[config.mk]
export PLATFORM = sky130hd
export DESIGN_NAME = out_fifo
export DESIGN_NICKNAME = d
export VERILOG_FILES = /design/src/source/post_process_pkg.sv /design/src/source/out_fifo.sv
export VERILOG_INCLUDE_DIRS = /design/src /design/src/source
export SDC_FILE = /design/constraint.sdc
export NUM_CORES = 2
export LEC_CHECK = 0
export BUFFER_PORTS_ARGS = -buffer_cell sky130_fd_sc_hd__buf_4
export CAP_MARGIN = 20
export CORE_MARGIN = 3
export CORE_UTILIZATION = 32
export DETAILED_ROUTE_END_ITERATION = 10
export GPL_TIMING_DRIVEN = 0
export SYNTH_ARGS = -nofsm -noshare
export SYNTH_HDL_FRONTEND = slang
export SYNTH_SLANG_ARGS = --single-unit
[constraint.sdc]
create_clock -name clk -period 14.5 [get_ports clk]
set_input_delay 0.725 -clock clk [delete_from_list [all_inputs] [get_ports clk]]
set_output_delay 0.725 -clock clk [all_outputs]
set_load 0.02 [all_outputs]
[src/source/post_process_defs.svh]
`ifndef POST_PROCESS_DEFS_SVH
`define POST_PROCESS_DEFS_SVH

// beat geometry
`define LANES         8
`define INTER_W       16   // partial sum lane width
`define ACT_W         8    // activation after reduction

// shift amounts
`define TRUNC_SHIFT   4
`define LEAKY_SHIFT   6

// storage
`define BIAS_DEPTH    256
`define OUT_DEPTH     32

// intake stops here; the remaining slots absorb
// the beats still in the pipeline and the ready lag
`define OUT_PROG_FULL 24

`endif

[src/source/post_process_pkg.sv]
`include "post_process_defs.svh"

package post_process_pkg;

	// one lane and a full beat, lane 0 in the top bits
	typedef logic [`INTER_W-1:0]        lane_t;
	typedef logic [`LANES*`INTER_W-1:0] beat_t;

	typedef logic [`ACT_W-1:0] act_t; // reduced activation

	typedef logic [11:0] dim_t;   // img_h / img_w
	typedef logic [15:0] chan_t;  // o_ch and bias count
	typedef logic [4:0]  group_t; // channel / 8

	typedef logic [31:0] cfg_word_t;

	// controller states, also shown on status
	typedef enum logic [1:0] {
		IDLE      = 2'd0,
		CONFIG    = 2'd1,
		LOAD_BIAS = 2'd2,
		WORK      = 2'd3
	} pp_state_t;

endpackage

[src/source/out_fifo.sv]
`timescale 1ns/1ps
`include "post_process_defs.svh"

module out_fifo (
	input  logic                    clk,
	input  logic                    rst_n,
	input  logic                    we,
	input  post_process_pkg::beat_t wdata,
	input  logic                    post_ready,
	output logic                    post_valid,
	output post_process_pkg::beat_t post_data,
	output logic                    prog_full
);
	import post_process_pkg::*;

	localparam int AW = $clog2(`OUT_DEPTH);
	localparam logic [AW:0] DEPTH_L  = `OUT_DEPTH;
	localparam logic [AW:0] THRESH_L = `OUT_PROG_FULL;

	beat_t         mem [`OUT_DEPTH];
	logic [AW-1:0] wr_ptr;
	logic [AW-1:0] rd_ptr;
	logic [AW:0]   count;
	logic          full;
	logic          wr;
	logic          rd;

	assign full = count == DEPTH_L;
	assign wr   = we & ~full;
	assign rd   = post_valid & post_ready;

	// head entry is always presented
	assign post_valid = count != '0;
	assign post_data  = mem[rd_ptr];
	assign prog_full  = count >= THRESH_L;

	always_ff @(posedge clk) begin
		if (wr) mem[wr_ptr] <= wdata;
	end

	always_ff @(posedge clk) begin
		if (!rst_n) begin
			wr_ptr <= '0;
			rd_ptr <= '0;
			count  <= '0;
		end else begin
			if (wr) wr_ptr <= wr_ptr + 1'b1; // power of two depth, wraps
			if (rd) rd_ptr <= rd_ptr + 1'b1;
			case ({wr, rd})
				2'b10:   count <= count + 1'b1;
				2'b01:   count <= count - 1'b1;
				default: count <= count;
			endcase
		end
	end

endmodule

Word-level counts from Yosys, hierarchy flattened --
Memory sizes are Yosys's and may differ from the RTL's. A register that Yosys moved wholly into a read port is not among the register bits. Cells that the tools add are included.
Operators by class: add/subtract/negate cells 4, magnitude comparators 1, eq/ne operators 3, muxes and demuxes 5, bitwise logic cells 3, reduce and logical (&&, ||, !) cells 2
Operators by type and width (count):
- $pmux W6 S2 | 1
- $add A5 B1 Y5 const B | 2
- $mux W5 | 2
- $add A6 B1 Y6 const B | 1
- $eq A6 B6 Y1 const B | 1
- $ge A6 B5 Y1 const B | 1
- $reduce_bool A6 Y1 | 1
- $sub A6 B1 Y6 const B | 1
- $and A1 B1 Y1 | 2
- $eq A2 B1 Y1 const B | 1
- $eq A2 B2 Y1 const B | 1
- $mux W1 | 2
- $reduce_bool A2 Y1 | 1
- $not A1 Y1 | 1
Word-level totals: register bits after elaboration 16, bits in writable memories 4096, bits of input ports 132, output and inout bits 130, memories kept 1
Memory list:
- mem | words 32, width 128, read ports 1, clocked after memory_dff 1, write ports 1, RTL line out_fifo.sv:20 | beat_t mem [`OUT_DEPTH];

Logic depth before layout (Yosys ltp) --
depth in word-level cells 5, depth in mapped cells 13, depth with buffers taken out 10

Worst setup path before layout --
No wires, ideal clock.
path kind register to register, start register count[1], end memory mem[14][0] (netlist name) (enable), data arrival time 6782 ps, setup slack 7101 ps, stages on the path, launching flop included 7, clock period less this slack 7399 ps, cell sequence dfxtp_1 clkbuf_1 or4_1 clkbuf_1 o31a_1 nand2_1 nor2_1
On the way: cells in the longest elaborated chain, start to end 5
RTL lines:
- from (decl) | RTL line out_fifo.sv:23 | logic [AW:0] count;
- from (signal assigned) | RTL line out_fifo.sv:50 | 2'b10: count <= count + 1'b1;
- from (signal assigned) | RTL line out_fifo.sv:51 | 2'b01: count <= count - 1'b1;
- from (signal assigned) | RTL line out_fifo.sv:52 | default: count <= count;
- $eq A6 B6 Y1 | RTL line out_fifo.sv:28 | assign full = count == DEPTH_L;
- $not A1 Y1 | RTL line out_fifo.sv:29 | assign wr = we & ~full;
- $and A1 B1 Y1 | RTL line out_fifo.sv:29
- $mux W1 | RTL line out_fifo.sv:38 | if (wr) mem[wr_ptr] <= wdata;
- $mux W1 (implied by the code) | RTL line out_fifo.sv:38
- to (decl) | RTL line out_fifo.sv:20
No other way between the ends.

==> qor.txt <==
Remaining global-route overflow -> 0
Final Cycle Share -> 42.0%
Fin. Hold Viols -> 0
RSZ-0062 raised after global routing -> false
DRT Pass-1 Iters -> 6
Worst endpoint required time -> 13.78 ns
Leak -> 56.3 nW
Die Wd -> 707 um
Status -> finished clean
TritonCTS buffer count -> 407
Clock Tree Root -> clkbuf_16
# Max-Cap Violations -> 0
Hold-fix buffers, CTS -> 0
Detailed-route DRC error count -> 0
Setup CP Type -> reg2out
Site Rows -> 256
Post-CTS Setup Repair Bufs -> 0
Worst slew pin tran -> 1.19 ns
Met3 Track Usage GR -> 3.07%
Critical path launch point type -> flip-flop
Antenna-violating nets left -> 0
Maximum vdd ir drop -> 0.0968 mV
Clk buf depth -> 4
Nets@finish -> 8685
Slew HR -> 20.1%
Register area -> 123000 um2
Final Non-Filler Cells -> 15300
Async S/R FF share, synth -> 0%
Post-Syn Nets -> 7801
Cells after synthesis -> 7661
GPL Wtd Cong -> 0.779
Worst-path clk slew -> 0.06 ns
Global-route track usage on met2 -> 27.4%
Main flop type after synthesis -> edfxtp_1
CTS tree -> done
Die Y-Extent -> 707 um
Area of the die -> 500000 um2
H-tree Lvls -> 5
CORE AREA -> 488000 um2
DR iter-0 viols -> 8841
P per Cell Area -> 156 nW/um2
Initial Utilization -> 32.2%
Arr. time, crit path -> 5.37 ns
Ports -> 262
Worst Hold Class -> in2reg
Distinct cells, synth -> 54
Synth top area cells -> edfxtp_1 78%, mux4_2 7.3%, mux2_2 4.5%
Layout cells sized above 1 -> 26.3%
Post-synth EDFFs -> 4096
Clock Skews -> 0.0362 ns
Sequential-to-total area share from yosys stat -> 78.5%
Fillers -> 43400
Routed WL per cell -> 28.0 um
Routed WL -> 430 mm
Area fraction of the dominant cell type after synthesis -> 78.2%
Post-Syn Area -> 157000 um2
PortBufs -> 260
Worst Path Max Fanout -> 11
Final setup viols -> 0
Seq cells post-synth -> 4117
Clock Sinks -> 4117
Vias per inst -> 5.21
Top cell type by total area after synthesis -> edfxtp_1
Placed instance area -> 172000 um2
F_max -> 0.164 GHz
Antenna violations before repair -> 60
Avg Synthesized Cell Area -> 20.5 um2
Met1 Track Usage GR -> 22.5%
DP Cell Count -> 14600
Min Tclk post-route -> 6.09 ns
Post-route cell area -> 185000 um2
Final Max Tran Viols -> 0
Fin util -> 38.0%
DP HPWL -> 293 mm
Worst skew pair latency -> 0.95 ns
# resized after CTS -> 0
Multi-input gate area -> 32000 um2
Largest net degree at the start of global routing -> 33
First-pass GRT wire length -> 602 mm
Area Overhead vs Synth -> 17.8%
Yosys Warn Count -> 0
Vias in the first global route -> 80700
Critical path capture point type -> output port
Final Total Pwr -> 0.0289 W
Global route hottest layer -> met2
Vias -> 80000
All-Layer GR Usage -> 16.7%
[worst paths after layout]
path	slack [ns]	startpoint	depth (start not counted)	end
worst max-delay path	8.41	flip-flop	9	post_data[8]
worst min-delay path	0.14	rst_n	2	wr_ptr[4]
worst max register to register	10.15	count[1]	10	mem[2][74]
worst min register to register	0.55	count[3]	2	count[3]
[cells by family after synthesis]
kind of cell / count (synthesis) / synth area share, %
muxes: 1332 / 13.1
DFF: 4117 / 78.5
AOI/OAI and AO/OA: 1001 / 4.42
adders and majority gates: 8 / 0.0637
and+or+nand+nor: 726 / 2.63
buffers and inverters: 468 / 1.28
xor gates and xnor gates: 9 / 0.0501
[flip-flops by register name, indices dropped and copies added, names as in the netlist, named ones only]
signal and flops:
count 6, mem 4096, rd_ptr 5, wr_ptr 5
[through the flow]
step                      setup WS, ns  setup TNS (ns)  hold WS [ns]
after floorplan                   7.10               0         0.482
after global placement          -0.788         -322.92         0.494
after detailed placement          9.35               0         0.538
after CTS                         8.31               0        0.0691
after global routing              8.31               0         0.155
final                             8.41               0         0.145
[area by class of cell]
cell class | count | share of cell area (%)
multi-input cells | 3076 | 17.3
flip-flops and latches | 4117 | 66.6
clock buffers | 489 | 5.72
repair buffers | 475 | 3.49
well taps | 6450 | 4.36
inverters | 8 | 0.0162
clock inverters | 249 | 1.36
diodes | 23 | 0.0311
plain buffers | 460 | 1.08
[per-layer routing]
metal	share of wire, %	vias to the layer above
met5	0.019	-
met4	3.2	16
met3	7.8	649
met2	48	3398
met1	41	42200
li1	-	33700
[power by group]
group          internal (W)  switching (W)
combinational       0.00197        0.00325
sequential           0.0132      0.0000412
clock               0.00601        0.00438
[synth_stat cells (5+ instances only)]
library cell,instances
nor2b_1,216
o21ai_0,212
dfxtp_1,21
buf_1,35
mux2_2,622
mux2i_1,196
or3_1,6
a22oi_1,122
nand3_1,54
buf_2,79
a211oi_1,208
or4_1,105
edfxtp_1,4096
mux4_2,512
clkbuf_1,317
a22o_1,208
nand2_1,38
buf_6,13
inv_1,7
nor3_1,211
xor2_1,8
ha_1,8
nor2_1,50
buf_4,16
nand2b_1,5
o22ai_1,208
nand4_1,24
a21oi_1,29
[layout by cell type (no fill, tap or decap), drive strengths merged, types with 24 or more instances in the layout]
cell type / n
mux2i: 196
nor2b: 216
nor3: 211
bufinv: 46
or4: 105
a21oi: 29
a211oi: 208
mux2: 624
nand4: 24
a22o: 208
nand3: 54
o21ai: 212
o22ai: 208
nor2: 51
a22oi: 122
nand2: 39
edfxtp: 4096
clkbuf: 806
mux4: 512
buf: 618
clkinv: 175
[critical path: stages (launching register included)]
cell,delay [ns]
dfxtp_1,0.35
buf_6,0.19
buf_4,0.57
nand2_2,0.67
buf_2,0.66
clkbuf_1,0.39
a211oi_1,0.35
nor3_1,0.14
or4_1,0.73
buf_4,0.29
No activity file was read; power rests on OpenSTA's default activity.
