==> config.mk <==
export PLATFORM = sky130hd
export DESIGN_NAME = bias_store
export DESIGN_NICKNAME = d
export VERILOG_FILES = /design/src/source/post_process_pkg.sv /design/src/source/bias_store.sv
export VERILOG_INCLUDE_DIRS = /design/src /design/src/source
export SDC_FILE = /design/constraint.sdc
export NUM_CORES = 2
export LEC_CHECK = 0
export ABC_CLOCK_PERIOD_IN_PS = 3600
export BUFFER_PORTS_ARGS = -buffer_cell sky130_fd_sc_hd__buf_2
export CORE_MARGIN = 4
export CORE_UTILIZATION = 35
export DETAILED_ROUTE_END_ITERATION = 12
export PLACE_DENSITY_LB_ADDON = 0.3
export SYNTH_ARGS = -nofsm -noshare
export SYNTH_HDL_FRONTEND = slang
export SYNTH_SLANG_ARGS = --single-unit
==> constraint.sdc <==
create_clock -name clk -period 3.6 [get_ports clk]
set_clock_uncertainty 0.15 [all_clocks]
set_input_delay 0.72 -clock clk [delete_from_list [all_inputs] [get_ports clk]]
set_output_delay 0.72 -clock clk [all_outputs]
set_load 0.05 [all_outputs]
==> src/source/post_process_defs.svh <==
`ifndef POST_PROCESS_DEFS_SVH
`define POST_PROCESS_DEFS_SVH

// beat geometry
`define LANES         8
`define INTER_W       16   // partial sum lane width
`define ACT_W         8    // activation after reduction

// shift amounts
`define TRUNC_SHIFT   4
`define LEAKY_SHIFT   6

// storage
`define BIAS_DEPTH    256
`define OUT_DEPTH     32

// intake stops here; the remaining slots absorb
// the beats still in the pipeline and the ready lag
`define OUT_PROG_FULL 24

`endif

==> src/source/post_process_pkg.sv <==
`include "post_process_defs.svh"

package post_process_pkg;

	// one lane and a full beat, lane 0 in the top bits
	typedef logic [`INTER_W-1:0]        lane_t;
	typedef logic [`LANES*`INTER_W-1:0] beat_t;

	typedef logic [`ACT_W-1:0] act_t; // reduced activation

	typedef logic [11:0] dim_t;   // img_h / img_w
	typedef logic [15:0] chan_t;  // o_ch and bias count
	typedef logic [4:0]  group_t; // channel / 8

	typedef logic [31:0] cfg_word_t;

	// controller states, also shown on status
	typedef enum logic [1:0] {
		IDLE      = 2'd0,
		CONFIG    = 2'd1,
		LOAD_BIAS = 2'd2,
		WORK      = 2'd3
	} pp_state_t;

endpackage

==> src/source/bias_store.sv <==
`timescale 1ns/1ps
`include "post_process_defs.svh"

module bias_store (
	input  logic                           clk,
	input  logic                           we,
	input  logic [$clog2(`BIAS_DEPTH)-1:0] waddr,
	input  post_process_pkg::lane_t        wdata,
	input  post_process_pkg::group_t       raddr,
	output post_process_pkg::beat_t        rdata
);
	import post_process_pkg::*;

	localparam int AW = $clog2(`BIAS_DEPTH);

	lane_t         mem [`BIAS_DEPTH];
	logic [AW-1:0] base; // first channel of the group

	assign base = AW'(raddr) << $clog2(`LANES);

	// narrow write side, one channel per bias transfer
	always_ff @(posedge clk) begin
		if (we) mem[waddr] <= wdata;
	end

	// wide read, eight channels of one group, one cycle latency
	always_ff @(posedge clk) begin
		for (int i = 0; i < `LANES; i++) begin
			rdata[(`LANES-1-i)*`INTER_W +: `INTER_W] <= mem[base + AW'(i)];
		end
	end

endmodule

Yosys cells after proc, flatten, opt, wreduce, memory -nomap -nowiden
Memory sizes are Yosys's and may differ from the RTL's. A register that Yosys moved wholly into a read port is not among the register bits.
Cells that the tools add are included.
{ "totals": {"reg_bits": 0, "mem_bits_rw": 4096, "input_bits": 31, "output_inout_bits": 128, "word_cells": 10, "n_memories": 1} }
{ "op_classes": {"addsub": 7, "mux": 2} }
{ "memory_table": {"columns": ["memory", "depth", "word_bits", "read_ports", "rd_clocked_by_memory_dff", "wr", "line", "text"], "rows": [
  ["mem", 256, 16, 8, 8, 1, "bias_store.sv:16", "lane_t mem [`BIAS_DEPTH];"]
]} }
{ "op_table": {"columns": ["op", "n"], "rows": [
  ["8-bit by 3-bit adder with 8-bit output, second input constant", 4],
  ["8-bit by 2-bit adder with 8-bit output, second input constant", 2],
  ["8-bit by 1-bit adder with 8-bit output, second input constant", 1],
  ["1-bit 2-to-1 mux", 2]
]} }

Logic depth before layout (Yosys ltp)
{ "logic_depth": {"depth_word": 2, "ltp_mapped": 9, "ltp_nobuf": 4} }

Least setup slack after synthesis
No wires, ideal clock.
{ "synth_timing": {"kind": "input to register", "from": "input port waddr[5]", "to": "memory mem[8][0] (netlist name) (enable)", "setup_ns": 0.430, "arrival_time_ns": 2.942, "t_required_ns": 3.020, "slack_ns": 0.078, "path_stages": 4, "path_buffers": 1, "path_cell_list": "clkbuf_1 nor2_1 nand3_1 nor4_1"} }
{ "synth_lines": {"columns": ["element", "line", "text"], "rows": [
  ["start: declaration", "bias_store.sv:7", "input logic [$clog2(`BIAS_DEPTH)-1:0] waddr,"],
  ["end: declaration", "bias_store.sv:16", null]
]} }
Straight into the memory's write port.

Worst setup path after layout
{ "layout_timing": {"from": "register rdata[79], read port of mem", "to": "output port rdata[79]"} }
{ "layout_lines": {"columns": ["element", "line", "text"], "rows": [
  ["start: declaration", "bias_store.sv:10", "output post_process_pkg::beat_t rdata"]
]} }
No word-level cell between the ends.

==> impl.org <==
** Power
- The internal power of the cells totals 81500 uW.
- Relative contribution of combinational cells to total power :: 0.051
- Clk pwr share :: 0.424
- Largest voltage drop on the vdd net :: 0.412 mV
- Power, Total :: 104000 uW
- Cell leakage power :: 0.0576 uW
- The analysis attributes to net switching a power of 22400 uW.
- For this design the ratio of total power to cell area is 566 nW/um^2.
- Of the total power, the share spent switching nets is 0.215.
- The share of total power dissipated in sequential elements is 0.524.

** Synth
- Of the post-synthesis cell area, the dominant cell type holds 0.785.
- Most area-consuming cells after synthesis :: edfxtp_1 (78%), mux4_2 (14%), o22ai_1 (1.7%)
- Most area-hungry cell type in the Yosys netlist :: edfxtp_1
- In this run the mean area of a mapped cell was 23.1 sq um.
- Number of warning messages in the yosys log :: 0
- For this run, asynchronously set or reset flops after synthesis account for 0.
- Seq cells post-synth :: 4224
- Netlist cell types :: 28
- Count of flip-flops with a built-in enable after synthesis :: 4096
- Synth Flop Type :: edfxtp_1
- The mapped netlist covers 157000 sq um.
- Counting every instance in the synthesized netlist gives 6779.
- Counting every net in the synthesized netlist gives 6810.
- Of the synthesized area, sequential elements account for 0.801.

** Timing
- Setup TNS :: 0 ns
- RSZ-0062 raised after global routing :: false
- Final worst path period share :: 0.808
- Number of failing hold endpoints at the final stage :: 0
- Max frequency :: 0.344 GHz
- The max-slew violation count came to 0.
- Clock period minus worst slack :: 2.91 ns
- Setup violations remaining at the end of the flow were counted as 0.
- For the pin with the worst max-slew slack, the measured transition is 1.09 ns.
- Worst rel slew slack :: 0.271

** GRT
- First-pass GRT wire length :: 600000 microns
- Entering global routing, the biggest net connects 106 pins.
- Vias in the first global route :: 76600
- Global routing finished with a remaining overflow of 0.
- In the global route stage, overall resource usage came out at 0.182.
- Initial antenna violation count :: 36

** CTS
- Total clock buffers created by CTS :: 425
- Clock-pin transition on the worst setup and hold timing paths :: 0.06 ns
- Counting every sink on the clock net gives 4224.
- Number of post-CTS setup repair buffers :: 0
- The clock tree synthesis step divided the H-tree into 5 levels.
- Once the clock tree was built, the resizer swapped 0 gates to a different size.
- CTS tree :: done
- Clk Tree Root Cell :: clkbuf_16
- At the later pin of the worst-skew pair, clock insertion delay measures 0.95 ns.
- In this run the deepest clock path goes through 4 buffers.

** Floorplanning
- The core region is 446000 sq um.
- Chip height :: 677 microns
- The floorplan has 245 rows.
- Initial core utilization :: 0.352
- DIE AREA :: 459000 sq um
- The floorplan step set the die width to 677 microns.
- Top-level port count :: 159

** Drt
- 1st-pass router iterations :: 6
- Final wirelength :: 425000 microns
- Total vias in the final route :: 75700
- For this run, design rule violations remaining after detail routing come to 0.
- Routed via count divided by cell count :: 5.43
- In this run, the number of DRC markers left after iteration 0 of detailed routing was 8694.
- The detail route stage leaves a number of antenna-violating nets equal to 0.
- Routed len/inst :: 30.5 microns

** Worst setup path
- Signal arrival time at the worst endpoint :: 2.04 ns
- Along the worst path, the maximum fanout reaches 1.
- The endpoint identified for the worst register-to-register timing path is rdata[19].
- Worst path cell trace :: buf_2
- CP Capture Type :: primary output
- In this run the worst setup path terminates at rdata[79].
- Highest-delay cell along the critical path :: dfxtp_1
- For the worst flop-to-flop path, the logic depth is 3.
- The largest single stage delay on the critical path is 0.70 ns.
- Sum of buffers and inverters on the critical path :: 1
- Worst Setup Path Type :: reg2out
- FF-to-FF setup slack :: 1.62 ns
- In this run the critical register-to-register path is launched from mem[38][3].
- The most critical setup path has its startpoint at rdata[79].
- Number of cells on the critical path :: 1
- Broken down by cell family, the worst path's largest delay share belongs to flip-flops.
- Crit path launch type :: flop
- CP required :: 2.73 ns

** Layout
- In the final layout, the share of cells above drive strength 1 is 0.315.
- Commonest non-fill, non-tap cell in the layout :: edfxtp_1
- For this run, the post-layout net count is 7667.
- From synthesis to final layout, the design area changed by 17.2%.
- In the layout the commonest cells are edfxtp_1 (4096), mux4_2 (944), buf_4 (553).

** Run status
- The flow ran to the end, and the final reports show no timing, DRC or antenna violations.

** Run
- The tool flagged a number of max-cap violations equal to 0.

** Min path
- The tightest min-delay check is of the in2reg type.

** Placed design
- Detailed placement ended at an HPWL of 257000 microns.
- Port buffering added 158 buffers.
- Final Wtd Congestion :: 0.780
[layer usage]
layer  routed length (microns)  GRT usage  up-vias
li1                          -          -    30900
met1                    176000      0.253    41300
met2                    211000      0.304     2993
met3                     27400     0.0232      534
met4                     10600     0.0463        4
met5                        20          0        -
[stage by stage]
stage / worst slack, ns / hold WS (ns) / std cells / cell area, sq um / util
final: 0.690 / 0.0805 / 13900 / 184000 / 0.412
after global routing: 0.654 / 0.0443 / 13900 / 184000 / 0.412
after CTS: 0.497 / 0.00805 / 13900 / 184000 / 0.412
after detailed placement: 0.0759 / 0.532 / 13100 / 170000 / 0.381
after global placement: 0.0674 / 0.535 / 13100 / 170000 / 0.381
after floorplan: 0.0780 / 0.497 / 6779 / 157000 / -
[power groups by stage]
stage                     clock network (uW)  registers (uW)  logic, uW
after floorplan                            0           56000       2200
after global placement                     0           55600       5310
after detailed placement                   0           55600       5400
after CTS                              44900           54500       5410
after global routing                   47100           54500       5610
final                                  44100           54500       5320
[worst min-delay path by stage]
stage,start,end,slack [ns],cells after the start
global route,wdata[13],mem[83][13],0.04,1
CTS,wdata[13],mem[107][13],0.008,1
floorplan,mem[241][5],rdata[101],0.50,3
global placement,mem[213][14],rdata[46],0.54,3
detailed placement,mem[245][14],rdata[46],0.53,3
finish,wdata[13],mem[83][13],0.08,1
[kinds of logic (layout without fill, tap and decap cells)]
group / Yosys count / after routing / share of synthesized area
AO/OA/AOI/OAI: 552 / 552 / 0.0230
buffers and inverters: 396 / 1614 / 0.0146
flip-flops: 4224 / 4224 / 0.801
multiplexers: 1104 / 1104 / 0.146
other: 0 / 8 / 0
AND/OR/NAND/NOR: 503 / 503 / 0.0153
[repair_timing]
item                                    CTS  global route
endpoints found under the setup margin    0             0
hold buffers                              1             0
hold endpoints to repair                 26             0
[cells in the mapped netlist, types with 14 or more instances]
cell type  count
buf_4         27
a22oi_1      120
mux4_2       944
mux2i_1      160
nor4_1       112
dfxtp_1      128
nand2_1       18
edfxtp_1    4096
nor2_1       246
nand3_1       63
o22ai_1      432
buf_6         63
nand4_1       26
clkbuf_1     143
buf_2        140
nor3_1        14
[final cells by class]
cell class	count	area, sq um
Antenna cell	8	20.0
Clock buffer	545	11500
Clock inverter	243	2400
Fill cell	38600	262000
Multi-Input combinational cell	2159	29300
Sequential cell	4224	126000
Tap cell	5928	7420
Timing Repair Buffer	826	7420
[registers in the layout, summed over array words and instances (netlist names)]
| name | flops |
|---|---|
| mem | 4096 |
| rdata | 128 |
No activity file was read; power rests on OpenSTA's default activity.
