$ cat config.mk
export PLATFORM = sky130hd
export DESIGN_NAME = frame_ctrl_flat
export DESIGN_NICKNAME = d
export VERILOG_FILES = /design/src/source/post_process_pkg.sv /design/src/source/beat_tag_if.sv /design/src/source/frame_ctrl.sv /design/src/flat_wrapper.sv
export VERILOG_INCLUDE_DIRS = /design/src /design/src/source
export SDC_FILE = /design/constraint.sdc
export NUM_CORES = 1
export LEC_CHECK = 0
export ABC_CLOCK_PERIOD_IN_PS = 9500
export BUFFER_PORTS_ARGS = -buffer_cell sky130_fd_sc_hd__buf_2
export CORE_ASPECT_RATIO = 2
export CORE_MARGIN = 1
export CORE_UTILIZATION = 40
export CTS_BUF_LIST = sky130_fd_sc_hd__clkbuf_4
export CTS_CLUSTER_DIAMETER = 80
export DETAILED_ROUTE_END_ITERATION = 16
export PLACE_DENSITY = 0.61
export SLEW_MARGIN = 20
export SYNTH_ARGS = -nofsm -noshare
export SYNTH_HDL_FRONTEND = slang
export SYNTH_SLANG_ARGS = --single-unit
export TNS_END_PERCENT = 10
$ cat constraint.sdc
create_clock -name clk -period 9.5 [get_ports clk]
set_input_delay 0.475 -clock clk [delete_from_list [all_inputs] [get_ports clk]]
set_output_delay 0.475 -clock clk [all_outputs]
set_load 0.01 [all_outputs]
$ cat src/source/post_process_defs.svh
`ifndef POST_PROCESS_DEFS_SVH
`define POST_PROCESS_DEFS_SVH

// beat geometry
`define LANES         8
`define INTER_W       16   // partial sum lane width
`define ACT_W         8    // activation after reduction

// shift amounts
`define TRUNC_SHIFT   4
`define LEAKY_SHIFT   6

// storage
`define BIAS_DEPTH    256
`define OUT_DEPTH     32

// intake stops here; the remaining slots absorb
// the beats still in the pipeline and the ready lag
`define OUT_PROG_FULL 24

`endif

$ cat src/source/post_process_pkg.sv
`include "post_process_defs.svh"

package post_process_pkg;

	// one lane and a full beat, lane 0 in the top bits
	typedef logic [`INTER_W-1:0]        lane_t;
	typedef logic [`LANES*`INTER_W-1:0] beat_t;

	typedef logic [`ACT_W-1:0] act_t; // reduced activation

	typedef logic [11:0] dim_t;   // img_h / img_w
	typedef logic [15:0] chan_t;  // o_ch and bias count
	typedef logic [4:0]  group_t; // channel / 8

	typedef logic [31:0] cfg_word_t;

	// controller states, also shown on status
	typedef enum logic [1:0] {
		IDLE      = 2'd0,
		CONFIG    = 2'd1,
		LOAD_BIAS = 2'd2,
		WORK      = 2'd3
	} pp_state_t;

endpackage

$ cat src/source/beat_tag_if.sv
`timescale 1ns/1ps

interface beat_tag_if;
	import post_process_pkg::*;

	logic   fire;       // input beat accepted this cycle
	logic   drop;       // beat is on the filtered first line
	logic   keep;       // even pixel and even line
	group_t group;      // bias read address

	// configuration levels, stable for the whole frame
	logic   relu_en;
	logic   relu_leaky;
	logic   bias_en;
	logic   sample_en;

	modport ctrl (output fire, drop, keep, group, relu_en, relu_leaky, bias_en, sample_en);

	modport pipe (input fire, drop, keep, relu_en, relu_leaky, bias_en, sample_en);

endinterface

$ cat src/source/frame_ctrl.sv
`timescale 1ns/1ps
`include "post_process_defs.svh"

module frame_ctrl (
	input  logic                              clk,
	input  logic                              rst_n,
	input  logic                              cfg_valid,
	output logic                              cfg_ready,
	input  post_process_pkg::cfg_word_t       cfg_data,
	input  logic                              bias_valid,
	output logic                              bias_ready,
	output logic                              bias_we,
	output logic [$clog2(`BIAS_DEPTH)-1:0]    bias_waddr,
	input  logic                              in_valid,
	output logic                              in_ready,
	input  logic                              fifo_prog_full,
	beat_tag_if.ctrl                          tag,
	output post_process_pkg::pp_state_t       status
);
	import post_process_pkg::*;

	localparam int GRP_SHIFT = $clog2(`LANES);

	pp_state_t state;
	pp_state_t state_nx;

	// configuration
	logic  relu_en;
	logic  relu_leaky;
	logic  bias_en;
	logic  sample_en;
	logic  row_filter;
	chan_t o_ch;
	dim_t  img_h;
	dim_t  img_w;

	chan_t  bias_cnt;
	dim_t   pix_cnt;
	dim_t   line_cnt;
	group_t grp_cnt;
	logic   in_drop; // still on the discarded first line

	logic cfg_fire;
	logic last_bias;
	logic last_pix;
	logic last_grp;
	logic last_line;
	logic last_beat;

	assign cfg_fire   = cfg_valid & cfg_ready;
	assign bias_we    = bias_valid & bias_ready;
	assign bias_waddr = bias_cnt[$clog2(`BIAS_DEPTH)-1:0];

	assign last_bias = (bias_cnt + chan_t'(1)) == o_ch;
	assign last_pix  = pix_cnt == img_w - dim_t'(1);
	assign last_grp  = chan_t'(grp_cnt) == (o_ch >> GRP_SHIFT) - chan_t'(1);
	assign last_line = line_cnt == img_h - dim_t'(1);
	assign last_beat = last_pix & last_grp & last_line & ~in_drop;

	assign tag.fire       = in_valid & in_ready;
	assign tag.drop       = in_drop;
	assign tag.keep       = ~pix_cnt[0] & ~line_cnt[0];
	assign tag.group      = grp_cnt;
	assign tag.relu_en    = relu_en;
	assign tag.relu_leaky = relu_leaky;
	assign tag.bias_en    = bias_en;
	assign tag.sample_en  = sample_en;

	assign status = state;

	always_comb begin
		state_nx = state;
		case (state)
			IDLE:      if (cfg_fire) state_nx = CONFIG;
			CONFIG:    if (cfg_fire) state_nx = LOAD_BIAS;
			LOAD_BIAS: if (bias_we && last_bias) state_nx = WORK;
			WORK:      if (tag.fire && last_beat) state_nx = IDLE;
			default:   state_nx = IDLE;
		endcase
	end

	always_ff @(posedge clk) begin
		if (!rst_n) begin
			state      <= IDLE;
			cfg_ready  <= 1'b0;
			bias_ready <= 1'b0;
			in_ready   <= 1'b0;
			relu_en    <= 1'b0;
			relu_leaky <= 1'b0;
			bias_en    <= 1'b0;
			sample_en  <= 1'b0;
			row_filter <= 1'b0;
			o_ch       <= '0;
			img_h      <= '0;
			img_w      <= '0;
			bias_cnt   <= '0;
			pix_cnt    <= '0;
			grp_cnt    <= '0;
			line_cnt   <= '0;
			in_drop    <= 1'b0;
		end else begin
			state <= state_nx;

			// one idle cycle before taking config, so the tail of the
			// last frame still sees the old relu flags
			cfg_ready  <= (state == IDLE || state == CONFIG) &&
				(state_nx == IDLE || state_nx == CONFIG);
			bias_ready <= state_nx == LOAD_BIAS;
			in_ready   <= (state_nx == WORK) && !fifo_prog_full;

			if (cfg_fire && state == IDLE) begin // word 0
				relu_en    <= cfg_data[0];
				relu_leaky <= cfg_data[1];
				bias_en    <= cfg_data[2];
				sample_en  <= cfg_data[3];
				row_filter <= cfg_data[4];
				o_ch       <= cfg_data[23:8];
			end
			if (cfg_fire && state == CONFIG) begin // word 1
				img_h <= cfg_data[23:12];
				img_w <= cfg_data[11:0];
			end

			if (state != LOAD_BIAS) begin
				bias_cnt <= '0;
			end else if (bias_we) begin
				bias_cnt <= bias_cnt + chan_t'(1);
			end

			// pixels innermost, then groups, then lines
			if (state != WORK) begin
				pix_cnt  <= '0;
				grp_cnt  <= '0;
				line_cnt <= '0;
				in_drop  <= row_filter;
			end else if (tag.fire) begin
				if (!last_pix) begin
					pix_cnt <= pix_cnt + dim_t'(1);
				end else begin
					pix_cnt <= '0;
					if (!last_grp) begin
						grp_cnt <= grp_cnt + group_t'(1);
					end else begin
						grp_cnt <= '0;
						if (in_drop) in_drop <= 1'b0; // filtered line does not count
						else line_cnt <= line_cnt + dim_t'(1);
					end
				end
			end
		end
	end

endmodule

$ cat src/flat_wrapper.sv
// flat-port wrapper written by rule: the top's interface ports become plain ports
module frame_ctrl_flat import post_process_pkg::*;
  (clk, rst_n, cfg_valid, cfg_ready, cfg_data, bias_valid, bias_ready, bias_we, bias_waddr, in_valid, in_ready, fifo_prog_full, status, tag_fire, tag_drop, tag_keep, tag_group, tag_relu_en, tag_relu_leaky, tag_bias_en, tag_sample_en);
  beat_tag_if tag_i ();
  input  logic clk;
  input  logic rst_n;
  input  logic cfg_valid;
  output logic cfg_ready;
  input  post_process_pkg::cfg_word_t cfg_data;
  input  logic bias_valid;
  output logic bias_ready;
  output logic bias_we;
  output logic [$clog2(`BIAS_DEPTH)-1:0] bias_waddr;
  input  logic in_valid;
  output logic in_ready;
  input  logic fifo_prog_full;
  output post_process_pkg::pp_state_t status;
  output wire logic [$bits(tag_i.fire)-1:0] tag_fire;
  output wire logic [$bits(tag_i.drop)-1:0] tag_drop;
  output wire logic [$bits(tag_i.keep)-1:0] tag_keep;
  output wire logic [$bits(tag_i.group)-1:0] tag_group;
  output wire logic [$bits(tag_i.relu_en)-1:0] tag_relu_en;
  output wire logic [$bits(tag_i.relu_leaky)-1:0] tag_relu_leaky;
  output wire logic [$bits(tag_i.bias_en)-1:0] tag_bias_en;
  output wire logic [$bits(tag_i.sample_en)-1:0] tag_sample_en;
  assign tag_fire = tag_i.fire;
  assign tag_drop = tag_i.drop;
  assign tag_keep = tag_i.keep;
  assign tag_group = tag_i.group;
  assign tag_relu_en = tag_i.relu_en;
  assign tag_relu_leaky = tag_i.relu_leaky;
  assign tag_bias_en = tag_i.bias_en;
  assign tag_sample_en = tag_i.sample_en;
  frame_ctrl u_core (.clk(clk), .rst_n(rst_n), .cfg_valid(cfg_valid), .cfg_ready(cfg_ready), .cfg_data(cfg_data), .bias_valid(bias_valid), .bias_ready(bias_ready), .bias_we(bias_we), .bias_waddr(bias_waddr), .in_valid(in_valid), .in_ready(in_ready), .fifo_prog_full(fifo_prog_full), .tag(tag_i), .status(status));
endmodule
Word-level counts from Yosys, hierarchy flattened
Cells that the tools add are included.
W data, S select, Z words.
{"block": "classes", "n_shift": 0, "bitwise": 11, "multipliers": 0, "addsub": 7, "order_cmp": 0, "n_reduce_logical": 19, "div_mod_pow": 0, "n_eq_ne": 12, "n_mux": 11}
{"op": "$add A12 B1 Y12 const B", "count": 2}
{"op": "$eq A12 B12 Y1", "count": 2}
{"op": "$sub A12 B1 Y12 const B", "count": 2}
{"op": "$add A16 B1 Y16 const B", "count": 1}
{"op": "$eq A16 B16 Y1", "count": 1}
{"op": "$eq A5 B16 Y1", "count": 1}
{"op": "$sub A13 B1 Y14 const B", "count": 1}
{"op": "$mux W12", "count": 1}
{"op": "$eq A2 B2 Y1 const B", "count": 4}
{"op": "$mux W2", "count": 4}
{"op": "$pmux W2 S4", "count": 1}
{"op": "$and A1 B1 Y1", "count": 7}
{"op": "$logic_and A1 B1 Y1", "count": 6}
{"op": "$reduce_bool A2 Y1", "count": 3}
{"op": "$add A5 B1 Y5 const B", "count": 1}
{"op": "$mux W5", "count": 1}
{"op": "$eq A2 B1 Y1 const B", "count": 2}
{"op": "$logic_not A2 Y1", "count": 2}
{"op": "$mux W1", "count": 4}
{"op": "$ne A2 B2 Y1 const B", "count": 2}
{"op": "$not A1 Y1", "count": 4}
{"op": "$reduce_and A4 Y1", "count": 1}
{"op": "$reduce_or A2 Y1", "count": 2}
{"op": "$reduce_and A3 Y1", "count": 1}
{"op": "other kinds (3)", "count": 4}
{"block": "totals", "latchBits": 0, "in_bits": 38, "memories": 0, "reg_bits": 96, "mem_bits_ro": 0, "ramBits": 0}

Depth between registers and ports, before layout
{"block": "logic_depth", "word_depth": 11, "mapped_depth": 12, "mapped_depth_nobuf": 9}

Worst setup path before layout
No wires, ideal clock.
{"block": "synth_path", "kind": "register -> register", "startpoint": "register u_core.o_ch[3]", "endpoint": "register u_core.line_cnt[11]", "setup_ns": 0.070, "path_stages_with_launch": 11, "path_slack_ns": 6.537, "period_less_slack_ns": 2.963, "arrival_ns": 2.893, "path_cell_list": "dfxtp_1 buf_2 inv_1 ha_1 nor3b_2 and4bb_2 o311ai_0 nor4_2 nand4_1 or4_1 a21oi_1"}
{"block": "synth_between", "elab_chain_len": 3}
{"element": "start, declared", "line": "frame_ctrl.sv:33", "source": "chan_t o_ch;"}
{"element": "start signal, assigned", "line": "frame_ctrl.sv:117", "source": "o_ch <= cfg_data[23:8];"}
{"element": "$sub A13 B1 Y14", "line": "frame_ctrl.sv:56", "source": "assign last_grp = chan_t'(grp_cnt) == (o_ch >> GRP_SHIFT) - chan_t'(1);"}
{"element": "$eq A5 B16 Y1", "line": "frame_ctrl.sv:56"}
{"element": "$reduce_and A4 Y1 (no source line)"}
{"element": "end signal, assigned", "line": "frame_ctrl.sv:146", "source": "else line_cnt <= line_cnt + dim_t'(1);"}
{"element": "end, declared", "line": "frame_ctrl.sv:39", "source": "dim_t line_cnt;"}
No other way between the ends.
A chain may end at the register's enable or synchronous reset.

Worst setup path in the final report
{"block": "layout_path", "startpoint": "register u_core.o_ch[3]", "endpoint": "register u_core.line_cnt[7]"}
Same word-level chain as after synthesis.

==> results.yml <==
clock_network:
  cts_max_level: 3
  hold_buffers: 0
  cts_tree: "built"
  post_cts_resized: 0
  clock_sinks: 96
  path_clk_slew_ps: 210
  postCtsSetupRepairBufs: 0
  clk_latency_ps: 510
  cts_made_buffers: 9
  clockBufferDepth: 2
  cts.root.buffer_cell: "clkbuf_4"
floorplanning:
  boundaryPins: 64
  coreArea_sq_um: 14000
  start_util_pct: 41.2
  dieArea_sq_um: 15000
  fp.dieH_um: 172
  fp-row-count: 61
  dieWidth_um: 87.0
route:
  dr.pass1.iters: 5
  ant_nets: 0
  drt-wirelength-per-cell_um: 17.1
  drt_iter0_drc: 269
  num_vias: 5426
  wirelength_um: 16300
  viasPerCell: 5.71
  route.detailed.drc: 0
power:
  p_leak_nw: 2.19
  seqPwrFrac_pct: 56.9
  p_int_uw: 513
  power_density_nw_per_um2: 120
  clkPwrFrac_pct: 31.4
  p_sw_uw: 234
  swShare_pct: 31.4
  irDropWorstVdd_v: 0.0000498
  power_frac_comb_pct: 11.7
  power.total_uw: 747
hold_path:
  hold_class: "input port to flip-flop"
yosys:
  ys.flop_type: "dfxtp_1"
  yosysSeqAreaShare_pct: 33.2
  syn-num-nets: 783
  synth_cell_type_count: 77
  ys_seq_elements: 96
  synth_edf_count: 0
  avgSynthCellArea_sq_um: 7.84
  syn_inst: 738
  synth-async-reset-ratio_pct: 0
  syn-cell-area_sq_um: 5780
  yosys_warnings: 0
critical_path:
  required_ps: 9910
  r2r_cells: 9
  endpoint: "u_core.line_cnt[7]"
  timing.reg2reg.setup_slack_ps: 5850
  cp-start-kind: "flip-flop"
  worst_ep_arrival_time_ps: 4060
  r2r_end: "u_core.line_cnt[7]"
  path_max_fanout: 10
  crit_start: "u_core.o_ch[3]"
  end_kind: "flip-flop"
  criticalPathCategory: "flip-flop to flip-flop"
  reg2reg_from: "u_core.o_ch[3]"
placed_design:
  dp_hpwl_um: 12300
  placed_cells: 933
  place_congestion: 0.897
  port_buffers: 55
  placedInstanceArea_sq_um: 6080
  pre_cts_slack_ps: 5950
sta:
  rsz0062_at_grt: "no"
  whs_ps: 122
  min_period_over_period_pct: 38.4
  report.final.setup_viol: 0
  maxSlewViolCount: 0
  max-slew-margin-rel_pct: 43.5
  fin_ws_ps: 5850
  final-hold-violation-count: 0
  tns_ps: 0
  layout_min_cycle_time_ps: 3650
  fmax_mhz: 274
  skew_ps: 43.7
  worstMarginPinSlew_ps: 846
global_route:
  antenna_found_initial: 1
  grt_overflow_total: 0
  track_usage_pct: 22.6
  grt_pass1_wl_um: 25900
  grt_start_max_net_pins: 52
  grt_pass1_vias: 5267
cells_and_area:
  final_util_pct: 44.4
  syn2layout_area_growth_pct: 7.79
  final_cells: 950
  nNetsFinal: 800
  finish.instance_area_sq_um: 6230
  drive_gt1_share_pct: 12.1
run:
  drv_cap: 0
run_status:
  outcome: "complete, no violations"
-- cells in the mapped netlist (3+ instances only) --
cell	count	area [sq um]
a211oi_1	3	22.5
a21boi_0	47	353
a21oi_1	25	125
and3_1	6	37.5
and4_1	3	26.3
buf_2	4	20.0
buf_4	9	67.6
clkbuf_1	35	131
dfxtp_1	96	1920
ha_1	7	87.6
inv_1	19	71.3
mux2i_1	4	40.0
nand2_1	135	507
nand2b_1	6	37.5
nand3_1	28	140
nand4_1	22	138
nor2_1	55	206
nor3_1	19	95.1
nor4_1	6	37.5
o21ai_0	15	75.1
o311a_1	3	30.0
o311ai_0	3	26.3
o31ai_1	10	75.1
or2_2	4	25.0
or3_1	14	87.6
or4_1	15	113
xnor2_1	42	368
xor2_1	39	342
-- routing by layer --
layer	global-route usage (%)	routed length (um)
met5	0	0
met4	12.1	680
met3	3.25	591
met2	43.6	8950
met1	22.4	6030
-- placed cells by master (no fill, tap or decap), types with 15 or more instances in the layout --
cell and n:
nor2_1 55, or4_1 15, nand2_1 135, a21boi_0 47, buf_2 55, o21ai_0 15
dfxtp_1 96, xor2_1 39, nor3_1 17, nand4_1 22, inv_1 19, xnor2_1 42
nand3_1 28, a21oi_1 25
-- worst max-delay path, cell delays in order, from the launching register on --
cell and delay (ps):
dfxtp_1 470, inv_1 100, ha_1 280, nor3b_2 480
and4bb_2 300, o311ai_0 240, nor4_2 570, nand4_1 390
or4_1 570, a21oi_1 150
-- sequential cells by signal, summed over array words and instances, names as in the netlist --
register / cells
u_core.tag.group: 5
u_core.bias_ready: 1
u_core.tag.sample_en: 1
u_core.o_ch: 16
u_core.row_filter: 1
u_core.pix_cnt: 12
u_core.in_ready: 1
u_core.tag.relu_en: 1
u_core.img_w: 12
u_core.img_h: 12
u_core.tag.relu_leaky: 1
u_core.line_cnt: 12
u_core.status: 2
u_core.cfg_ready: 1
u_core.bias_cnt: 16
u_core.tag.drop: 1
u_core.tag.bias_en: 1
-- worst min-delay path by stage --
stage	cells past startpoint	start	slack (ps)	to
after detailed placement	2	u_core.tag.relu_leaky	460	u_core.tag.relu_leaky
final	2	fifo_prog_full	120	u_core.in_ready
after global routing	2	fifo_prog_full	110	u_core.in_ready
after CTS	2	fifo_prog_full	110	u_core.in_ready
after global placement	2	u_core.tag.relu_leaky	450	u_core.tag.relu_leaky
after floorplan	2	u_core.row_filter	440	u_core.tag.drop
-- power by group through the flow --
stage	clock (mW)	sequential [mW]	combinational, mW
after floorplan	0	0.425	0.0654
after global placement	0	0.433	0.0838
after detailed placement	0	0.433	0.0865
after CTS	0.241	0.425	0.0870
after global routing	0.255	0.426	0.0964
final	0.234	0.425	0.0874
-- layout make-up --
cell class,count,area (sq um)
multi-input combinational,569,3540
antenna,1,2.50
tap,189,236
fill,1512,7810
clock inverter,7,86.3
inverter,21,78.8
clock buffer,9,67.6
timing repair buffer,58,298
sequential,96,1920
-- logic make-up (layout without fill, tap and decap cells) --
family / count (synthesis) / after routing / synth area share [%]
other: 0 / 1 / 0
adders and majority gates: 7 / 7 / 1.51
and+or+nand+nor: 337 / 337 / 29.1
AOI/OAI and AO/OA: 139 / 139 / 17.3
DFF: 96 / 96 / 33.2
buffers and inverters: 73 / 95 / 5.69
xor gates and xnor gates: 81 / 81 / 12.3
muxes: 5 / 5 / 0.887
Note: power is estimated with default switching activity, not from simulation.
