$ cat src/source/post_process_defs.svh
`ifndef POST_PROCESS_DEFS_SVH
`define POST_PROCESS_DEFS_SVH

// beat geometry
`define LANES         8
`define INTER_W       16   // partial sum lane width
`define ACT_W         8    // activation after reduction

// shift amounts
`define TRUNC_SHIFT   4
`define LEAKY_SHIFT   6

// storage
`define BIAS_DEPTH    256
`define OUT_DEPTH     32

// intake stops here; the remaining slots absorb
// the beats still in the pipeline and the ready lag
`define OUT_PROG_FULL 24

`endif

$ cat src/source/post_process_pkg.sv
`include "post_process_defs.svh"

package post_process_pkg;

	// one lane and a full beat, lane 0 in the top bits
	typedef logic [`INTER_W-1:0]        lane_t;
	typedef logic [`LANES*`INTER_W-1:0] beat_t;

	typedef logic [`ACT_W-1:0] act_t; // reduced activation

	typedef logic [11:0] dim_t;   // img_h / img_w
	typedef logic [15:0] chan_t;  // o_ch and bias count
	typedef logic [4:0]  group_t; // channel / 8

	typedef logic [31:0] cfg_word_t;

	// controller states, also shown on status
	typedef enum logic [1:0] {
		IDLE      = 2'd0,
		CONFIG    = 2'd1,
		LOAD_BIAS = 2'd2,
		WORK      = 2'd3
	} pp_state_t;

endpackage

$ cat src/source/beat_tag_if.sv
`timescale 1ns/1ps

interface beat_tag_if;
	import post_process_pkg::*;

	logic   fire;       // input beat accepted this cycle
	logic   drop;       // beat is on the filtered first line
	logic   keep;       // even pixel and even line
	group_t group;      // bias read address

	// configuration levels, stable for the whole frame
	logic   relu_en;
	logic   relu_leaky;
	logic   bias_en;
	logic   sample_en;

	modport ctrl (output fire, drop, keep, group, relu_en, relu_leaky, bias_en, sample_en);

	modport pipe (input fire, drop, keep, relu_en, relu_leaky, bias_en, sample_en);

endinterface

$ cat src/source/lane_pipeline.sv
`timescale 1ns/1ps
`include "post_process_defs.svh"

module lane_pipeline (
	input  logic                    clk,
	input  logic                    rst_n,
	input  post_process_pkg::beat_t in_data,
	beat_tag_if.pipe                tag,
	input  post_process_pkg::beat_t bias,
	output logic                    out_we,
	output post_process_pkg::beat_t out_data
);
	import post_process_pkg::*;

	lane_t lane_in   [`LANES];
	lane_t lane_bias [`LANES];
	lane_t s1 [`LANES]; // after row drop
	lane_t s2 [`LANES]; // after bias
	lane_t s3 [`LANES]; // after relu
	lane_t s4 [`LANES];
	lane_t s5 [`LANES]; // reduced, sign extended

	logic v1;
	logic v2;
	logic v3;
	logic v4;
	logic k1;
	logic k2;
	logic k3;

	// shift, clamp to the activation range, widen back to a lane
	function automatic lane_t reduce(input lane_t x);
		lane_t sh;
		act_t  a;
		sh = lane_t'($signed(x) >>> `TRUNC_SHIFT);
		if (sh[`INTER_W-1:`ACT_W-1] == {(`INTER_W-`ACT_W+1){sh[`INTER_W-1]}}) begin
			a = sh[`ACT_W-1:0];
		end else if (sh[`INTER_W-1]) begin
			a = {1'b1, {(`ACT_W-1){1'b0}}}; // -128
		end else begin
			a = {1'b0, {(`ACT_W-1){1'b1}}}; // 127
		end
		return {{(`INTER_W-`ACT_W){a[`ACT_W-1]}}, a};
	endfunction

	for (genvar i = 0; i < `LANES; i++) begin : g_lane
		assign lane_in[i]   = in_data[(`LANES-1-i)*`INTER_W +: `INTER_W];
		assign lane_bias[i] = bias[(`LANES-1-i)*`INTER_W +: `INTER_W];
		assign s5[i]        = reduce(s4[i]);
		assign out_data[(`LANES-1-i)*`INTER_W +: `INTER_W] = s5[i];
	end

	always_ff @(posedge clk) begin
		for (int i = 0; i < `LANES; i++) begin
			s1[i] <= tag.drop ? '0 : lane_in[i];

			// bias read lands together with s1, 16 bit wrap
			s2[i] <= tag.bias_en ? s1[i] + lane_bias[i] : s1[i];

			if (tag.relu_en && s2[i][`INTER_W-1]) begin
				s3[i] <= tag.relu_leaky ? lane_t'($signed(s2[i]) >>> `LEAKY_SHIFT) : '0;
			end else begin
				s3[i] <= s2[i];
			end

			s4[i] <= s3[i];
		end
	end

	always_ff @(posedge clk) begin
		if (!rst_n) begin
			v1 <= 1'b0;
			v2 <= 1'b0;
			v3 <= 1'b0;
			v4 <= 1'b0;
			k1 <= 1'b0;
			k2 <= 1'b0;
			k3 <= 1'b0;
		end else begin
			v1 <= tag.fire & ~tag.drop;
			k1 <= tag.keep | ~tag.sample_en; // mask taken at intake with the beat
			v2 <= v1;
			k2 <= k1;
			v3 <= v2;
			k3 <= k2;
			v4 <= v3 & k3; // subsample applied here
		end
	end

	assign out_we = v4;

endmodule

$ cat src/flat_wrapper.sv
// flat-port wrapper written by rule: the top's interface ports become plain ports
module lane_pipeline_flat import post_process_pkg::*;
  (clk, rst_n, in_data, bias, out_we, out_data, tag_fire, tag_drop, tag_keep, tag_relu_en, tag_relu_leaky, tag_bias_en, tag_sample_en);
  beat_tag_if tag_i ();
  input  logic clk;
  input  logic rst_n;
  input  post_process_pkg::beat_t in_data;
  input  post_process_pkg::beat_t bias;
  output logic out_we;
  output post_process_pkg::beat_t out_data;
  input wire logic [$bits(tag_i.fire)-1:0] tag_fire;
  input wire logic [$bits(tag_i.drop)-1:0] tag_drop;
  input wire logic [$bits(tag_i.keep)-1:0] tag_keep;
  input wire logic [$bits(tag_i.relu_en)-1:0] tag_relu_en;
  input wire logic [$bits(tag_i.relu_leaky)-1:0] tag_relu_leaky;
  input wire logic [$bits(tag_i.bias_en)-1:0] tag_bias_en;
  input wire logic [$bits(tag_i.sample_en)-1:0] tag_sample_en;
  assign tag_i.fire = tag_fire;
  assign tag_i.drop = tag_drop;
  assign tag_i.keep = tag_keep;
  assign tag_i.relu_en = tag_relu_en;
  assign tag_i.relu_leaky = tag_relu_leaky;
  assign tag_i.bias_en = tag_bias_en;
  assign tag_i.sample_en = tag_sample_en;
  lane_pipeline u_core (.clk(clk), .rst_n(rst_n), .in_data(in_data), .tag(tag_i), .bias(bias), .out_we(out_we), .out_data(out_data));
endmodule
$ cat config.mk
export PLATFORM = sky130hd
export DESIGN_NAME = lane_pipeline_flat
export DESIGN_NICKNAME = d
export VERILOG_FILES = /design/src/source/post_process_pkg.sv /design/src/source/beat_tag_if.sv /design/src/source/lane_pipeline.sv /design/src/flat_wrapper.sv
export VERILOG_INCLUDE_DIRS = /design/src /design/src/source
export SDC_FILE = /design/constraint.sdc
export NUM_CORES = 1
export LEC_CHECK = 0
export ABC_AREA = 1
export BUFFER_PORTS_ARGS = -buffer_cell sky130_fd_sc_hd__buf_2
export CAP_MARGIN = 10
export CORE_ASPECT_RATIO = 0.75
export CORE_MARGIN = 2
export CORE_UTILIZATION = 40
export DETAILED_ROUTE_END_ITERATION = 7
export PLACE_DENSITY = 0.72
export SKIP_LAST_GASP = 1
export SLEW_MARGIN = 0
export SYNTH_ARGS = -nofsm -noshare
export SYNTH_HDL_FRONTEND = slang
export SYNTH_SLANG_ARGS = --single-unit
$ cat constraint.sdc
create_clock -name clk -period 2.6 [get_ports clk]
set_input_delay 0.39 -clock clk [delete_from_list [all_inputs] [get_ports clk]]
set_output_delay 0.39 -clock clk [all_outputs]
set_load 0.02 [all_outputs]
# [After elaboration in Yosys (flattened, before gate mapping)]
# Memory sizes are Yosys's and may differ from the RTL's.
# Index checks and enable logic that the tools add are counted.
[op_classes] n_addsub=8 n_mul=0 div_mod_pow=0 order_cmp=0 eq_ne=8 shift=0 muxes=72 bitwise=13 reduce_logical=8
[op_table] op="$mux W16" count=32
[op_table] op="$add A16 B16 Y16" count=8
[op_table] op="$mux W8" count=16
[op_table] op="$eq A4 B4 Y1" count=8
[op_table] op="$mux W1" count=24
[op_table] op="$or A1 B1 Y1" count=9
[op_table] op="$logic_and A1 B1 Y1" count=8
[op_table] op="$and A1 B1 Y1" count=2
[op_table] op="$not A1 Y1" count=2
[totals] register_bits=7 latch_bits=0 ramBits=512 mem_bits_ro=0 inputBits=265 out_inout_bits=129 wordCells=120 n_memories=4
[mem_list] memory="u_core.s1" words=8 width=16 rd=8 rd_clocked_by_memory_dff=0 wr=8 line="lane_pipeline.sv:17" text="lane_t s1 [`LANES];"
[mem_list] memory="u_core.s2" words=8 width=16 rd=8 rd_clocked_by_memory_dff=0 wr=8 line="lane_pipeline.sv:18" text="lane_t s2 [`LANES];"
[mem_list] memory="u_core.s3" words=8 width=16 rd=8 rd_clocked_by_memory_dff=0 wr=8 line="lane_pipeline.sv:19" text="lane_t s3 [`LANES];"
[mem_list] memory="u_core.s4" words=8 width=16 rd=8 rd_clocked_by_memory_dff=0 wr=8 line="lane_pipeline.sv:20" text="lane_t s4 [`LANES];"

# [Depth between registers and ports, before layout]
# Gate-level depths: netlist of the first run.
[logic_depth] ltp_word=4 ltp_mapped=12 mapped_depth_nobuf=12

# [Worst setup path after synthesis of the first run]
# OpenSTA, ideal clock, no wires.
[synth_path] kind="reg-to-output" start="mem u_core.s4[1][63] (netlist bit)" end="out out_data[0]" t_arrival_ns=1.173 required_time_ns=2.210 setup_slack_ns=1.037 stages_incl_launch_ff=4 n_path_buf=0 cell_sequence="dfxtp_1 -> nor3_1 -> a32oi_2 -> o21ai_0"
[synth_lines] item="start: declaration" line="lane_pipeline.sv:20"
[synth_lines] item="end: declaration" line="flat_wrapper.sv:10" text="output post_process_pkg::beat_t out_data;"

==> results.cfg, run 1 <==
[pwr]
p_sw_share_pct = 29.4
p_per_area_nw_per_um2 = 715
comb_power_share_pct = 19.6
p_int_w = 0.0123
clkPwrFrac_pct = 37.1
p_sw_w = 0.00514
seq_power_share_pct = 43.2
peakVddDrop_mv = 0.446
p_leak_nw = 13.9

[grt]
antenna_found_initial = 8
grt_usage_pct = 18.7
grt_pass1_wl_um = 79500
grt-ovfl-total = 0
grt_pass1_vias = 16100
grt_max_degree = 78

[layout]
num-fill-cells = 4951
layout-drive-gt1-share_pct = 20.0
nets = 3637
area_growth_pct = 19.7
final_cells = 3956

[critical_path]
r2r.worst_path.cells = 9
cpPeakStageDelay_ps = 400
crit_family = compound AO/OA/AOI/OAI gates
crit_slowest_cell = dfxtp_1
arrival_ps = 2160
cp-end-kind = output port
path_cells = nor3_1 > a32oi_4 > nand2_2 > o21ai_1 > buf_2
start_kind = flip-flop
worst-path-buf-inv = 1
worst-path-max-fanout = 8
r2r-start = u_core.s1[1][61]$_SDFF_PP0_
worst-setup-path-type = reg2out
reg2reg_slack_ps = 960
crit_required_ps = 2210
r2r_end = u_core.s2[1][63]$_DFF_P_

[logic_synthesis]
syn_nets = 3273
yosys_warnings = 0
synth_cells = 2896
yosysSeqAreaShare_pct = 41.4
synth.avg_cell_area_um2 = 7.06
synth_seq_cells = 423
syn_area_um2 = 20400
ys_types = 26

[clocking]
clk_latency_ps = 560
clock_sinks = 423
numCtsBuffers = 42
h-tree-depth = 2
clk_pin_slew_ps = 60
cts_root_buf = clkbuf_16
cts.path.max_buffers = 3
cts_tree = done

[min_path]
hold_end = u_core.s1[0][31]$_SDFF_PP0_
hold_class = in2reg
holdPathStages = 3
min_from = in_data[111]

[detailed_routing]
wirelength_um = 50400
drc = 0
viasPerCell = 4.39
drtPass1Iterations = 5
drtIter0Drc = 929
ant_nets = 0
wire_per_inst_um = 12.7
vias = 17400

[die]
row_count = 71
initial_core_util_pct = 40.7
dieArea_um2 = 52900
io_pins = 394
core_um2 = 50300
die_w_um = 265
dieHeight_um = 200

[sta]
tightest_slew_ps = 971
finClkSkew_ps = 14.1
report.final.slew_viol_count = 0
rsz0062_at_grt = yes
setup_ws_ps = 49.6
period_share_pct = 98.1
relSlewSlack_pct = 35.2
setup_viol_count_final = 0
hold_viol_final = 0
fmax_ghz = 0.392
period_needed_ps = 2550

[status]
outcome = finished clean

[flow_run]
max_cap_viol_count = 0

[placement]
dpl_worst_slack_ps = 509
dp_cells = 3838
io_buffers = 393
place_hpwl_um = 38600
place.gp.congestion = 0.920
[power by group through the flow]
stage	clock network (W)	registers (W)	logic [W]
global placement	0	0.00768	0.00334
CTS	0.00669	0.00756	0.00344
floorplan	0	0.00758	0.00254
finish	0.00649	0.00756	0.00343
global route	0.00697	0.00764	0.00387
detailed placement	0	0.00770	0.00338
[flip-flops by register name, indices dropped and copies added, names as in the netlist]
name,flops
u_core.s4,96
u_core.s3,96
u_core.k1,1
u_core.k2,1
u_core.k3,1
u_core.v3,1
u_core.out_we,1
u_core.s1,128
u_core.s2,96
u_core.v2,1
u_core.v1,1
[cell families after synthesis]
group | count (synthesis) | synth area share, %
and+or+nand+nor | 1323 | 27.4
DFF | 423 | 41.4
adders and majority gates | 112 | 6.86
AOI/OAI and AO/OA | 259 | 7.54
buffers and inverters | 741 | 15.1
xor gates and xnor gates | 38 | 1.63
[cells in the mapped netlist, drive strengths merged]
cell	instances	area, um^2
inv	624	2340
buf	98	683
nand3	104	521
dfxtp	423	8470
xnor2	38	333
clkbuf	19	71.3
nor3	40	335
a21oi	75	390
nor2	195	732
a32oi	8	130
and3	8	50.1
ha	112	1400
nand3b	24	180
o21ai	168	961
nand2	952	3780
o21bai	8	60.1
[worst reg2reg max path: cells and delay by family, from the launching register on]
kind                       cells  cell delay, ps
buffers and inverters          1              50
DFF                            1             320
AOI/OAI and AO/OA              1             270
adders and majority gates      1             350
and+or+nand+nor                6             530
[repair_timing]
| action | in CTS | in global routing |
|---|---|---|
| hold buffers | 34 | 0 |
| setup buffers | 0 | 1 |
| resized for setup | 3 | 4 |
| pin swaps | 0 | 1 |
| hold endpoints to repair | 34 | 0 |
| endpoints found under the setup margin | 2 | 34 |
[cell usage in the layout (no fill, tap or decap), types with 34 or more instances in the layout]
cell | Yosys | final
nand2_1 | 884 | 884
inv_1 | 585 | 584
dfxtp_1 | 423 | 419
buf_2 | 21 | 392
nor2_1 | 195 | 194
o21ai_0 | 122 | 120
ha_1 | 112 | 112
nand3_1 | 104 | 104
a21oi_1 | 71 | 71
nand2_2 | 60 | 60
clkbuf_16 | 0 | 45
inv_2 | 39 | 39
xnor2_1 | 38 | 38
dlygate4sd3_1 | 0 | 34
[layer usage]
| metal | share of wire, % | global-route usage (%) | up-vias |
|---|---|---|---|
| li1 | - | - | 9355 |
| met5 | 0 | 0 | - |
| met2 | 44 | 30.4 | 391 |
| met3 | 5.3 | 2.82 | 81 |
| met1 | 48 | 25.4 | 7534 |
| met4 | 2.5 | 6.32 | 0 |
[layout make-up]
| class | instances | area [um^2] | area share [%] |
|---|---|---|---|
| multi-input cells | 1732 | 8890 | 36.3 |
| flip-flops and latches | 423 | 8470 | 34.6 |
| repair buffers | 437 | 2420 | 9.90 |
| inverters | 624 | 2340 | 9.58 |
| clock buffers | 55 | 1210 | 4.96 |
| well taps | 657 | 822 | 3.36 |
| clock inverters | 23 | 284 | 1.16 |
| diodes | 5 | 12.5 | 0.0511 |
[worst max-delay path by stage]
| stage | cells past startpoint | to | from |
|---|---|---|---|
| after floorplan | 3 | out_data[0] | u_core.s4[1][63]$_DFF_P_ |
| after global placement | 5 | out_data[4] | u_core.s4[1][62]$_DFF_P_ |
| after detailed placement | 5 | out_data[2] | u_core.s4[1][62]$_DFF_P_ |
| after CTS | 5 | out_data[2] | u_core.s4[1][63]$_DFF_P_ |
| after global routing | 5 | out_data[4] | u_core.s4[1][63]$_DFF_P_ |
| final | 5 | out_data[4] | u_core.s4[1][63]$_DFF_P_ |
[per-stage QoR]
stage	utilization [%]	hold slack, ps	area (um^2)	total power, W	setup TNS, ps
after detailed placement	44.9	312	22600	0.0111	0
after floorplan	-	310	20400	0.0101	0
after CTS	48.6	0.488	24400	0.0177	0
final	48.7	40.0	24500	0.0175	0
after global routing	48.7	9.43	24500	0.0185	-100
after global placement	44.9	310	22600	0.0110	0
Note: power is estimated with default switching activity, not from simulation.
==> run 2, diff against run 1 <==
- ABC_AREA: 1 -> not set
- PLACE_DENSITY: 0.72 -> 0.73
==> results.cfg, run 2 <==
[status]
outcome = finished clean

[sta]
fmax_ghz = 0.397
period_needed_ps = 2520
relSlewSlack_pct = 53.0
tightest_slew_ps = 706
setup_viol_count_final = 0
setup_ws_ps = 78.7
timing.hold.ws_ps = 49.6
report.final.slew_viol_count = 0
finClkSkew_ps = 18.6
period_share_pct = 97.0
hold_viol_final = 0

[critical_path]
arrival_ps = 2130
crit_slowest_cell = or4_1
cpPeakStageDelay_ps = 540
worst-path-max-fanout = 12
start_kind = flip-flop
worst-path-buf-inv = 1
crit_family = simple AND/OR/NAND/NOR gates
worst-setup-path-type = reg2out
cp-end-kind = output port
crit_required_ps = 2210
path_cells = or4_1 > o21ai_2 > nor2_2 > a21o_1 > buf_4

[die]
io_pins = 394
core_um2 = 43400
row_count = 66
initial_core_util_pct = 40.6
dieArea_um2 = 45800
die_w_um = 246
dieHeight_um = 186

[layout]
final_common_cell = dfxtp_1
area_growth_pct = 20.7
regMostFlops = u_core.s1
nets = 2474
layout-drive-gt1-share_pct = 26.9
final_cell_mix = dfxtp_1 (417), buf_2 (390), nand2_1 (158)
largest_reg_flops = 128

[logic_synthesis]
yosys-top-cells-area = dfxtp_1 (48%), ha_1 (8.0%), a21o_1 (5.8%)
syn_nets = 2147
syn_area_um2 = 17600
synthFlopType = dfxtp_1
synth_seq_cells = 423
yosysMostFrequentCell = dfxtp_1
synth-edff-count = 0
yosys_warnings = 0
yosysSeqAreaShare_pct = 48.1
synth_cells = 1770
ys_types = 74
synth.avg_cell_area_um2 = 9.96
synth_top_area_share_pct = 48.1
ys_async_sr_fraction_pct = 0
yosysTopAreaCell = dfxtp_1
yosys-top-cells-count = dfxtp_1 (423), nand2_1 (158), nor2b_1 (141)

[pwr]
p_leak_nw = 10.1
p_per_area_nw_per_um2 = 806
peakVddDrop_mv = 0.464

[placement]
place.gp.congestion = 0.897
io_buffers = 393
dpl_worst_slack_ps = 104
place_hpwl_um = 33200

[clocking]
cts_tree = done
cts.path.max_buffers = 3
clk_latency_ps = 540
holdBufCountCts = 0
cts_root_buf = clkbuf_16
h-tree-depth = 2
clk_pin_slew_ps = 60
clock_sinks = 423
numCtsBuffers = 43

[detailed_routing]
drtIter0Drc = 751
vias = 13700
wire_per_inst_um = 16.3
wirelength_um = 44100
drc = 0
drtPass1Iterations = 5
ant_nets = 0
viasPerCell = 5.05

[grt]
grt-ovfl-total = 0
grt_pass1_vias = 13100
grt_usage_pct = 18.5
grt_max_degree = 96
grt_pass1_wl_um = 67700
antenna_found_initial = 3

[min_path]
hold_class = in2reg

[flow_run]
max_cap_viol_count = 0
## run 2: cell count changes after synthesis, moves of 60 or more
| cell | change |
|---|---|
| nand2_1 | -726 |
| nor2_1 | -142 |
| nor2b_1 | +141 |
| nand2_2 | -60 |
| nand3_1 | -73 |
| inv_1 | -569 |
| a21o_1 | +137 |
## run 2: power breakdown
group / switching, W / internal, W / total [W]
sequential: 0.000356 / 0.00734 / 0.00770
clock: 0.00256 / 0.00366 / 0.00622
combinational: 0.00185 / 0.00138 / 0.00323
total: 0.00477 / 0.0124 / 0.0171
## run 2: worst paths after layout
check / from / end / slack (ps) / cells after the start
worst max-delay path: u_core.s4[0][31]$_DFF_P_ / out_data[98] / 80 / 5
worst min-delay path: in_data[110] / u_core.s1[0][30]$_SDFF_PP0_ / 50 / 2
worst max register to register: u_core.s1[0][34]$_SDFF_PP0_ / u_core.s2[0][43]$_DFF_P_ / 220 / 7
worst min register to register: u_core.s3[1][15]$_DFF_P_ / u_core.s4[1][15]$_DFF_P_ / 320 / 0
## run 2: area by class of cell
class | count | area (um^2)
antenna | 2 | 5.00
clock buffer | 55 | 1150
clock inverter | 23 | 275
fill | 4036 | 22200
inverter | 16 | 60.1
multi-input combinational | 1199 | 8390
sequential | 423 | 8480
tap | 578 | 723
timing repair buffer | 414 | 2170
## run 2: what timing repair did
action | CTS | global route
pin swaps | 0 | 1
gates resized for setup | 5 | 17
setup buffers | 0 | 0
setup endpoints to repair | 35 | 54
## run 2: cells by family (layout without fill, tap and decap cells)
group	after synthesis	after routing	synth area share (%)
muxes	49	49	3.15
buffers and inverters	148	508	4.53
DFF	423	423	48.1
and+or+nand+nor	539	539	16.1
xor gates and xnor gates	58	58	2.88
AOI/OAI and AO/OA	441	441	17.3
adders and majority gates	112	112	7.95
other	0	2	0
## run 2: metrics by stage
step | cell area [um^2] | setup TNS [ps] | utilization, % | total power [W] | std cells
final | 21300 | 0 | 49.0 | 0.0171 | 2710
after global routing | 21300 | -136 | 49.0 | 0.0180 | 2710
after CTS | 21200 | 0 | 48.8 | 0.0173 | 2708
after detailed placement | 19800 | 0 | 45.5 | 0.0110 | 2630
after global placement | 19800 | 0 | 45.5 | 0.0109 | 2630
after floorplan | 17600 | 0 | - | 0.0101 | 1770
## run 2: layer usage
metal / up-vias / share of wire [%] / track usage [%]
met5: - / 0 / 0
met1: 6317 / 46 / 25.1
met3: 81 / 5.8 / 3.37
met2: 407 / 45 / 29.9
li1: 6876 / - / -
met4: 0 / 2.6 / 5.69
